`config.mk`:
```
export PLATFORM = sky130hd
export DESIGN_NAME = clint_subsys
export DESIGN_NICKNAME = d
export VERILOG_FILES = /design/src/common/apb_pkg.sv /design/src/common/clint_pkg.sv /design/src/hdl/clint_subsys.sv /design/src/clint/clint_irq.sv /design/src/clint/clint_regs.sv /design/src/hdl/sys_timer.sv /design/src/hdl/apb_region_decode.sv
export SDC_FILE = /design/constraint.sdc
export NUM_CORES = 1
export LEC_CHECK = 0
export BUFFER_PORTS_ARGS = -buffer_cell sky130_fd_sc_hd__clkbuf_2
export CORE_MARGIN = 4
export CORE_UTILIZATION = 40
export DETAILED_ROUTE_END_ITERATION = 8
export GPL_ROUTABILITY_DRIVEN = 0
export MAX_ROUTING_LAYER = met4
export PLACE_DENSITY = 0.68
export SLEW_MARGIN = 10
export SYNTH_ARGS = -nofsm -noshare
export SYNTH_HDL_FRONTEND = slang
export SYNTH_SLANG_ARGS = --single-unit
```
`constraint.sdc`:
```
create_clock -name clk -period 3.3 [get_ports clk]
set_input_delay 0.66 -clock clk [delete_from_list [all_inputs] [get_ports clk]]
set_output_delay 0.66 -clock clk [all_outputs]
set_load 0.05 [all_outputs]
```
`src/common/apb_pkg.sv`:
```
`default_nettype none

package apb_pkg;

    // bus widths of the slave port.
    localparam int apb_addr_w = 16;
    localparam int apb_data_w = 32;

    // which block an APB address belongs to.
    typedef enum logic [1:0] {
        region_clint = 2'd0,
        region_timer = 2'd1,
        region_none  = 2'd2
    } apb_region_e;

endpackage

`default_nettype wire
```
`src/common/clint_pkg.sv`:
```
`default_nettype none

package clint_pkg;

    localparam int cpu_num = 4;     // up to 64 harts.
    localparam int time_w  = 64;    // mtime and mtimecmp.

    localparam int prescale_w = 16;

    // msip of hart n at base + 4n.
    localparam logic [apb_pkg::apb_addr_w-1:0] clint_msip_base    = 16'h0000;

    // hart n has its mtimecmp low word at base + 8n.
    localparam logic [apb_pkg::apb_addr_w-1:0] clint_timecmp_base = 16'h4000;

    localparam logic [apb_pkg::apb_addr_w-1:0] clint_time_addr    = 16'hBFF8;
    localparam logic [apb_pkg::apb_addr_w-1:0] clint_time_hi_addr = 16'hBFFC;

    // bit 0 of timer control enables counting.
    localparam logic [apb_pkg::apb_addr_w-1:0] timer_ctrl_addr     = 16'hC000;

    // mtime advances every P+1 cycles.
    localparam logic [apb_pkg::apb_addr_w-1:0] timer_prescale_addr = 16'hC004;

    // region boundaries for the decoder.
    localparam logic [apb_pkg::apb_addr_w-1:0] clint_region_limit = 16'h8000;
    localparam logic [apb_pkg::apb_addr_w-1:0] timer_region_base  = 16'hC000;

endpackage

`default_nettype wire

```
`src/hdl/clint_subsys.sv`:
```
`default_nettype none

module clint_subsys
    import apb_pkg::*, clint_pkg::*;
(
    input  wire                   clk,
    input  wire                   rstn,
    input  wire                   psel,
    input  wire                   penable,
    input  wire                   pwrite,
    input  wire  [apb_addr_w-1:0] paddr,
    input  wire  [apb_data_w-1:0] pwdata,

    output logic [apb_data_w-1:0] prdata,
    output logic                  pready,
    output logic                  pslverr,
    output logic [cpu_num-1:0]    msip,
    output logic [cpu_num-1:0]    mtip
);

logic                           timer_sel;
logic                           clint_sel;
logic [apb_data_w-1:0]          timer_prdata;
logic [apb_data_w-1:0]          clint_prdata;
logic [time_w-1:0]              mtime;
logic [cpu_num-1:0][time_w-1:0] mtimecmp;

apb_region_decode u_decode (
    .clk          (clk),
    .rstn         (rstn),
    .psel         (psel),
    .penable      (penable),
    .paddr        (paddr),
    .timer_prdata (timer_prdata),
    .clint_prdata (clint_prdata),
    .timer_sel    (timer_sel),
    .clint_sel    (clint_sel),
    .prdata       (prdata),
    .pready       (pready),
    .pslverr      (pslverr)
);

sys_timer u_timer (
    .clk     (clk),
    .rstn    (rstn),
    .sel     (timer_sel),
    .penable (penable),
    .pwrite  (pwrite),
    .paddr   (paddr),
    .pwdata  (pwdata),
    .prdata  (timer_prdata),
    .mtime   (mtime)
);

clint_regs u_regs (
    .clk      (clk),
    .rstn     (rstn),
    .sel      (clint_sel),
    .penable  (penable),
    .pwrite   (pwrite),
    .paddr    (paddr),
    .pwdata   (pwdata),
    .prdata   (clint_prdata),
    .msip     (msip),
    .mtimecmp (mtimecmp)
);

clint_irq u_irq (
    .clk      (clk),
    .rstn     (rstn),
    .mtime    (mtime),
    .mtimecmp (mtimecmp),
    .mtip     (mtip)
);

endmodule

`default_nettype wire

```
`src/clint/clint_irq.sv`:
```
`default_nettype none

module clint_irq
    import clint_pkg::*;
(
    input  wire                            clk,
    input  wire                            rstn,
    input  wire  [time_w-1:0]              mtime,
    input  wire  [cpu_num-1:0][time_w-1:0] mtimecmp,

    output logic [cpu_num-1:0]             mtip
);

logic [cpu_num-1:0] expired;

// unsigned compare per hart.
always_comb begin
    for (int i = 0; i < cpu_num; i++) begin
        expired[i] = (mtime >= mtimecmp[i]);
    end
end

always_ff @(posedge clk or negedge rstn) begin
    if (!rstn) begin
        mtip <= '0;
    end
    else begin
        mtip <= expired;  // one cycle behind the inputs.
    end
end

endmodule

`default_nettype wire

```
`src/clint/clint_regs.sv`:
```
`default_nettype none

module clint_regs
    import apb_pkg::*, clint_pkg::*;
(
    input  wire                               clk,
    input  wire                               rstn,
    input  wire                               sel,
    input  wire                               penable,
    input  wire                               pwrite,
    input  wire  [apb_addr_w-1:0]             paddr,
    input  wire  [apb_data_w-1:0]             pwdata,

    output logic [apb_data_w-1:0]             prdata,
    output logic [cpu_num-1:0]                msip,
    output logic [cpu_num-1:0][time_w-1:0]    mtimecmp
);

logic                  apb_wr;
logic                  apb_rd;
logic [apb_data_w-1:0] rdata_msip;
logic [apb_data_w-1:0] rdata_timecmp;

assign apb_wr = sel && !penable && pwrite;
assign apb_rd = sel && !penable && !pwrite;

for (genvar g = 0; g < cpu_num; g++) begin : g_hart
    localparam logic [apb_addr_w-1:0] msip_addr = clint_msip_base + apb_addr_w'(4 * g);
    localparam logic [apb_addr_w-1:0] cmp_lo    = clint_timecmp_base + apb_addr_w'(8 * g);
    localparam logic [apb_addr_w-1:0] cmp_hi    = cmp_lo + apb_addr_w'(4);

    always_ff @(posedge clk or negedge rstn) begin
        if (!rstn) begin
            msip[g] <= 1'b0;
        end
        else if (apb_wr && paddr == msip_addr) begin
            msip[g] <= pwdata[0];
        end
    end

    // one 32-bit half per write.
    always_ff @(posedge clk or negedge rstn) begin
        if (!rstn) begin
            mtimecmp[g] <= '0;
        end
        else if (apb_wr && paddr == cmp_lo) begin
            mtimecmp[g][apb_data_w-1:0] <= pwdata;
        end
        else if (apb_wr && paddr == cmp_hi) begin
            mtimecmp[g][time_w-1:apb_data_w] <= pwdata;
        end
    end
end

always_comb begin
    rdata_msip = '0;
    for (int i = 0; i < cpu_num; i++) begin
        rdata_msip = rdata_msip |
                     ({{(apb_data_w-1){1'b0}}, msip[i]} &
                      {apb_data_w{paddr == clint_msip_base + apb_addr_w'(4 * i)}});
    end
end

always_comb begin
    rdata_timecmp = '0;
    for (int i = 0; i < cpu_num; i++) begin
        rdata_timecmp = rdata_timecmp |
                        (mtimecmp[i][apb_data_w-1:0] &
                         {apb_data_w{paddr == clint_timecmp_base + apb_addr_w'(8 * i)}}) |
                        (mtimecmp[i][time_w-1:apb_data_w] &
                         {apb_data_w{paddr == clint_timecmp_base + apb_addr_w'(8 * i + 4)}});
    end
end

always_ff @(posedge clk or negedge rstn) begin
    if (!rstn) begin
        prdata <= '0;
    end
    else if (apb_rd) begin
        prdata <= rdata_msip | rdata_timecmp;  // windows never overlap.
    end
end

endmodule

`default_nettype wire

```
`src/hdl/sys_timer.sv`:
```
`default_nettype none

module sys_timer
    import apb_pkg::*, clint_pkg::*;
(
    input  wire                   clk,
    input  wire                   rstn,
    input  wire                   sel,
    input  wire                   penable,
    input  wire                   pwrite,
    input  wire  [apb_addr_w-1:0] paddr,
    input  wire  [apb_data_w-1:0] pwdata,

    output logic [apb_data_w-1:0] prdata,
    output logic [time_w-1:0]     mtime
);

logic                  apb_wr;
logic                  apb_rd;
logic                  time_wr_lo;
logic                  time_wr_hi;
logic                  enable;
logic [prescale_w-1:0] prescale;
logic [prescale_w-1:0] pcnt;
logic                  tick;
logic [apb_data_w-1:0] rdata;

assign apb_wr = sel && !penable && pwrite;
assign apb_rd = sel && !penable && !pwrite;

assign time_wr_lo = apb_wr && (paddr == clint_time_addr);
assign time_wr_hi = apb_wr && (paddr == clint_time_hi_addr);

// >= so a smaller P written mid-count does not wrap.
assign tick = enable && (pcnt >= prescale);

always_ff @(posedge clk or negedge rstn) begin
    if (!rstn) begin
        enable   <= 1'b0;
        prescale <= '0;
    end
    else if (apb_wr) begin
        if (paddr == timer_ctrl_addr) begin
            enable <= pwdata[0];
        end
        if (paddr == timer_prescale_addr) begin
            prescale <= pwdata[prescale_w-1:0];
        end
    end
end

always_ff @(posedge clk or negedge rstn) begin
    if (!rstn) begin
        pcnt <= '0;
    end
    else if (time_wr_lo || time_wr_hi || !enable || tick) begin
        pcnt <= '0;  // mtime write restarts the prescaler.
    end
    else begin
        pcnt <= pcnt + 1'b1;
    end
end

// a write beats the increment.
always_ff @(posedge clk or negedge rstn) begin
    if (!rstn) begin
        mtime <= '0;
    end
    else if (time_wr_lo) begin
        mtime[apb_data_w-1:0] <= pwdata;
    end
    else if (time_wr_hi) begin
        mtime[time_w-1:apb_data_w] <= pwdata;
    end
    else if (tick) begin
        mtime <= mtime + 1'b1;
    end
end

always_comb begin
    rdata = '0;
    case (paddr)
        clint_time_addr:     rdata = mtime[apb_data_w-1:0];
        clint_time_hi_addr:  rdata = mtime[time_w-1:apb_data_w];
        timer_ctrl_addr:     rdata[0] = enable;
        timer_prescale_addr: rdata[prescale_w-1:0] = prescale;
        default:             rdata = '0;
    endcase
end

always_ff @(posedge clk or negedge rstn) begin
    if (!rstn) begin
        prdata <= '0;
    end
    else if (apb_rd) begin
        prdata <= rdata;  // valid in access phase.
    end
end

endmodule

`default_nettype wire

```
`src/hdl/apb_region_decode.sv`:
```
`default_nettype none

module apb_region_decode
    import apb_pkg::*, clint_pkg::*;
(
    input  wire                   clk,
    input  wire                   rstn,
    input  wire                   psel,
    input  wire                   penable,
    input  wire  [apb_addr_w-1:0] paddr,
    input  wire  [apb_data_w-1:0] timer_prdata,
    input  wire  [apb_data_w-1:0] clint_prdata,

    output logic                  timer_sel,
    output logic                  clint_sel,
    output logic [apb_data_w-1:0] prdata,
    output logic                  pready,
    output logic                  pslverr
);

apb_region_e region;
apb_region_e region_q;

always_comb begin
    if (paddr == clint_time_addr || paddr == clint_time_hi_addr) begin
        region = region_timer;  // mtime sits inside the clint window.
    end
    else if (paddr >= timer_region_base) begin
        region = region_timer;
    end
    else if (paddr < clint_region_limit) begin
        region = region_clint;
    end
    else begin
        region = region_none;
    end
end

assign timer_sel = psel && (region == region_timer);
assign clint_sel = psel && (region == region_clint);

// held from setup so the mux is right during access.
always_ff @(posedge clk or negedge rstn) begin
    if (!rstn) begin
        region_q <= region_none;
    end
    else if (psel && !penable) begin
        region_q <= region;
    end
end

always_comb begin
    case (region_q)
        region_timer: prdata = timer_prdata;
        region_clint: prdata = clint_prdata;
        default:      prdata = '0;  // unmapped reads as zero.
    endcase
end

assign pready  = 1'b1;
assign pslverr = 1'b0;

endmodule

`default_nettype wire

```
Word level (Yosys, flattened, before mapping)
Index checks and enable logic that the tools add are counted.

Register bits after elaboration: 427. Bits of input ports: 53. Output and inout port bits: 42. Word-level logic and storage cells: 132.

Add/sub/neg operators: 2. $lt $le $gt $ge: 7. Eq/ne operators: 18. Muxes and demuxes: 12. Bitwise logic cells: 28. Reductions and logical operators: 44.

Operators with widths (number): 32-bit OR (11); 32-bit bitwise AND (8); 64-bit greater-or-equal comparator (4); 1-bit by 32-bit bitwise AND with 32-bit output (4); 16-bit by 15-bit equality test with 1-bit output (second input constant) (8); 32-bit two-way mux (3); 64-bit by 1-bit adder with 64-bit output (second input constant) (1); 16-bit equality test (second input constant) (4); 64-bit two-way mux (1); 32-bit one-hot mux with 2 select lines (1); 15-bit one-hot mux with 3 select lines (1); 16-bit by 4-bit equality test with 1-bit output (second input constant) (2); 16-bit one-hot mux with 2 select lines (1); 1-bit logical AND (24); 16-bit by 1-bit adder with 16-bit output (second input constant) (1); 16-bit by 3-bit equality test with 1-bit output (second input constant) (1); 16-bit greater-or-equal comparator (1); 16-bit greater-or-equal comparator (second input constant) (1); 16-bit logical NOT (1); 16-bit less-than comparator (second input constant) (1); 16-bit two-way mux (1); 2-bit AND reduction (8); 2-bit two-way mux (3); 1-bit NOT (5); 7 further kinds (15).

Depth between registers and ports, before layout
Word-level depth: 13. Gate-level depth with buffers: 12. Mapped depth without buffers: 10.

Hierarchy
From an unflattened synthesis, not the netlist that was laid out.

Cell total of the unflattened synthesis: 2730. Area total of the unflattened synthesis: 27201.1 sq um.

By module, submodules not included: clint_regs (instances 1, cells an instance 913, area an instance 12655.9 sq um, sequential area each 7307.0 sq um); sys_timer (instances 1, cells an instance 817, area an instance 7430.9 sq um, sequential area each 3228.1 sq um); clint_irq (instances 1, cells an instance 908, area an instance 6468.7 sq um, sequential area each 100.1 sq um); apb_region_decode (instances 1, cells an instance 92, area an instance 645.6 sq um, sequential area each 51.3 sq um).

Worst setup path before layout
No wires, ideal clock.

Kind: reg2reg. From: register u_timer.pcnt[0]. To: register u_timer.mtime[15]. Setup time: 0.082 ns. Arrival time: 2.492 ns. Data required time: 3.218 ns. Slack: 0.726 ns. Cell stages (with the launch flop): 11. Path buffers: 0. Period minus slack after synthesis: 2.574 ns. Cell sequence: dfrtp_1 -> inv_1 -> ha_1 -> nand2b_1 -> a21oi_1 -> o21a_1 -> o32ai_2 -> o21ai_1 -> or4_4 -> or3_1 -> a31oi_1.

Longest elaborated chain between the ends: 4.

Ends and longest elaborated chain: start, declared (line sys_timer.sv:24) `logic [prescale_w-1:0] pcnt;`; start signal, assigned (line sys_timer.sv:60) `pcnt <= pcnt + 1'b1;`; 16-bit greater-or-equal comparator (line sys_timer.sv:35) `assign tick = enable && (pcnt >= prescale);`; 1-bit logical AND (line sys_timer.sv:35); 2-bit nonzero test (no line); 2-bit AND reduction (no line); end signal, assigned by index (line sys_timer.sv:70) `mtime[apb_data_w-1:0] <= pwdata;`; end signal, assigned by index (line sys_timer.sv:73) `mtime[time_w-1:apb_data_w] <= pwdata;`; end signal, assigned (line sys_timer.sv:76) `mtime <= mtime + 1'b1;`; end, declared (line sys_timer.sv:15) `output logic [time_w-1:0] mtime`.

No other way between the ends. A chain may end at the register's enable or synchronous reset.

Worst setup path in the final report
From: register u_timer.mtime[7]. To: register u_irq.mtip[3].

Longest elaborated chain between the ends: 1.

Ends and longest elaborated chain: 64-bit greater-or-equal comparator (line clint_irq.sv:19) `expired[i] = (mtime >= mtimecmp[i]);`; net u_irq.expired[3] (line clint_irq.sv:14) `logic [cpu_num-1:0] expired;`; end signal, assigned (line clint_irq.sv:28) `mtip <= expired;`; end, declared (line clint_irq.sv:11) `output logic [cpu_num-1:0] mtip`.

The timed path passes the listed nets, and every way through them passes these cells.

==> flow_metrics.py <==
metrics = {
    "pwr": {
        "ir_worst_vdd_mv": 0.323,
        "comb_power_share_pct": 7.8,
        "switchingPower_uw": 3050,
        "p_clk_share_pct": 46.9,
        "netSwitchingFraction_pct": 25.7,
        "cellPowerDensity_mw_per_mm2": 395,
        "pwr-share-seq_pct": 45.3,
        "p_int_uw": 8840,
        "p_leak_uw": 0.0138,
    },
    "clock_network": {
        "cts_tree": "built",
        "root_buffer": "clkbuf_16",
        "postCtsSetupRepairBufs": 0,
        "path_clk_slew_ps": 60,
        "clk_latency_ps": 600,
        "clock_path_buffers": 3,
        "htree_levels": 2,
        "cts-buffers-inserted": 49,
        "clock-sinks": 427,
    },
    "setup_path": {
        "crit_path_cell_trace": "buf_4 > ha_1 > a21oi_1 > o21ai_0 > nor4_1 > o21ai_0 > a221o_1 > a21o_1 > a31oi_2 > o211ai_1",
        "critPathTopFamily": "compound AO/OA/AOI/OAI gates",
        "start_kind": "flop",
        "path_common_cell": "o21ai_0",
        "crit_buf_inv": 1,
        "worstPathArrival_ps": 3650,
        "path_max_fanout": 6,
        "required_ps": 3750,
        "endpoint_kind": "flop",
        "cpPeakStageDelay_ps": 480,
        "crit_type": "flop to flop",
        "cp_slowest_cell": "dfrtp_1",
    },
    "grt": {
        "grt_pass1_wl_um": 139000,
        "first_global_vias": 22400,
        "antenna_found_initial": 2,
        "track_usage_pct": 26.4,
        "grt_max_degree": 69,
        "grt_overflow": 0,
    },
    "logic_synthesis": {
        "ys_seq_area_share_pct": 40.7,
        "synthXorXnorAreaFrac_pct": 1.10,
        "synth_compound_area_share_pct": 18.3,
        "synth_seq_cells": 427,
        "syn_area_mm2": 0.0263,
        "synth_fa_ha_area_share_pct": 13.0,
        "syn_area_per_cell_um2": 9.26,
        "yosys.cell_types.count": 81,
        "synth_edf_count": 0,
        "synth-simple-area-share_pct": 13.1,
        "synth_top_family_by_area": "compound AO/OA/AOI/OAI gates",
        "async_reset_ff_share_pct": 100,
        "syn_inst": 2837,
        "ys.flop_type": "dfrtp_1",
        "syn-num-nets": 3164,
        "ys_warn_count": 0,
        "yosys-mux-area-fraction_pct": 7.21,
    },
    "die": {
        "fp.dieArea_mm2": 0.0699,
        "die_x_um": 264,
        "rows": 93,
        "core-area_mm2": 0.0647,
        "start_util_pct": 40.6,
        "dieHeight_um": 264,
        "io_pins": 95,
    },
    "sta": {
        "skew_ps": 14.5,
        "fin_crit_ps": 3200,
        "hold_slack_ps": 69.1,
        "fin_crit_sh_pct": 96.9,
        "maxSlewViolCount": 0,
        "rsz0062_at_grt": "false",
        "worst_pin_slew_ps": 815,
        "slew_headroom_pct": 45.1,
        "hold_viol": 0,
        "fmax_mhz": 313,
        "setup_viol": 0,
        "setup_tns_ps": 0,
    },
    "place": {
        "port_buffers": 92,
        "dpl.hpwl_um": 67000,
        "dpl_cell_area_mm2": 0.0285,
    },
    "drt": {
        "routed_via_density": 6.00,
        "drt_pass1_iterations": 8,
        "routed_wirelength_um": 92300,
        "drt_iter0_drc": 2776,
        "vias": 23100,
        "routedWlPerCell_um": 23.9,
        "post-route-drc-count": 0,
        "ant_nets": 0,
    },
    "run": {
        "max-cap-violations": 0,
    },
    "final_layout": {
        "drive_above_1_share_pct": 15.5,
        "nets": 3296,
        "nFillCells": 6133,
        "area_delta_synth_final_pct": 14.7,
        "design_area_mm2": 0.0301,
        "final_common_cell": "dfrtp_1",
        "layout_common_cells": "dfrtp_1 (424), inv_1 (283), nand2_1 (283)",
    },
    "worst_hold_path": {
        "hp-class": "primary input to async pin",
    },
    "outcome": {
        "status": "finished, final reports clean",
    },
}
## cells by family (layout without fill, tap and decap cells)
group	after synthesis	after routing
muxes	171	171
buffers and inverters	445	610
adders and majority gates	274	274
other	2	3
xor gates and xnor gates	33	33
and+or+nand+nor	727	727
AOI/OAI and AO/OA	758	759
DFF	427	427
## layout make-up
| class | instances | area [um2] | area share, % |
|---|---|---|---|
| repair buffers | 242 | 1750 | 5.79 |
| diodes | 1 | 2.50 | 0.00830 |
| inverters | 283 | 1060 | 3.52 |
| clock inverters | 12 | 163 | 0.540 |
| clock buffers | 73 | 1450 | 4.80 |
| flip-flops and latches | 427 | 10700 | 35.5 |
| well taps | 855 | 1070 | 3.55 |
| multi-input cells | 1966 | 14000 | 46.3 |
## synth_stat cells, drive strengths merged, types with 32 or more instances
library cell	count	area share, %
buf	41	0.79
a21oi	130	2.5
a31oi	42	1.0
ha	274	13
dfrtp	426	41
nand4	54	1.3
a22oi	51	1.5
nor3	37	0.76
nand3	63	1.2
mux2i	33	1.3
clkbuf	121	1.7
o21ai	287	5.5
inv	283	4.0
mux2	137	5.9
a21o	32	0.91
a221oi	66	2.2
nand2	288	4.1
nor2	166	2.4
## power groups by stage
stage | combinational (uW) | clock, uW | sequential, uW
after CTS | 938 | 5630 | 5400
final | 927 | 5580 | 5400
after floorplan | 560 | 0 | 5440
after global routing | 996 | 5840 | 5400
after global placement | 935 | 0 | 5490
after detailed placement | 936 | 0 | 5490
## state kept, by name (all words and copies together), names as in the netlist
signal and count:
u_timer.prescale 16, u_decode.region_q 2, u_regs.mtimecmp 256, u_irq.mtip 4, u_timer.pcnt 16, u_timer.prdata 32
u_timer.mtime 64, u_regs.prdata 32, u_regs.msip 4, u_timer.enable 1
## final timing paths
check	to	slack (ps)	cells past startpoint	startpoint
worst min-delay path	u_regs.prdata[9]$_DFFE_PN0P_	70	1	rstn
worst min register to register	u_timer.prdata[1]$_DFFE_PN0P_	480	2	u_timer.prdata[1]$_DFFE_PN0P_
min in group clk	u_decode.region_q[1]$_DFFE_PN1P_	320	2	paddr[14]
worst max register to register	u_irq.mtip[3]$_DFF_PN0_	100	10	u_timer.mtime[7]$_DFFE_PN0P_
worst max-delay path	u_irq.mtip[3]$_DFF_PN0_	100	10	u_timer.mtime[7]$_DFFE_PN0P_
max in group asynchronous	u_regs.mtimecmp[67]$_DFFE_PN0P_	2380	2	rstn
## stage by stage
| stage | worst slack (ps) | power, uW | utilization, % | instances |
|---|---|---|---|---|
| 6_report | 103 | 11900 | 46.6 | 3859 |
| 5_1_grt | 26.8 | 12200 | 46.6 | 3859 |
| 3_5_place_dp | 92.8 | 6430 | 44.1 | 3772 |
| 2_1_floorplan | 726 | 6000 | - | 2837 |
| 4_1_cts | 58.3 | 12000 | 46.6 | 3857 |
| 3_3_place_gp | 59.2 | 6420 | 44.1 | 3772 |
## metal layers
metal / track usage, % / routed length, um / vias up
li1: - / - / 10500
met1: 36.3 / 38500 / 11200
met2: 39.8 / 40500 / 1265
met3: 5.10 / 10100 / 218
met4: 7.98 / 3260 / 0
met5: - / 0 / -
## repair_timing
| item | in CTS | in global routing |
|---|---|---|
| hold endpoints to repair | 0 | 0 |
| endpoints found under the setup margin | 0 | 28 |
| hold buffers | 0 | 0 |
| resized for setup | 0 | 3 |
(Power assumes the default switching activity.)
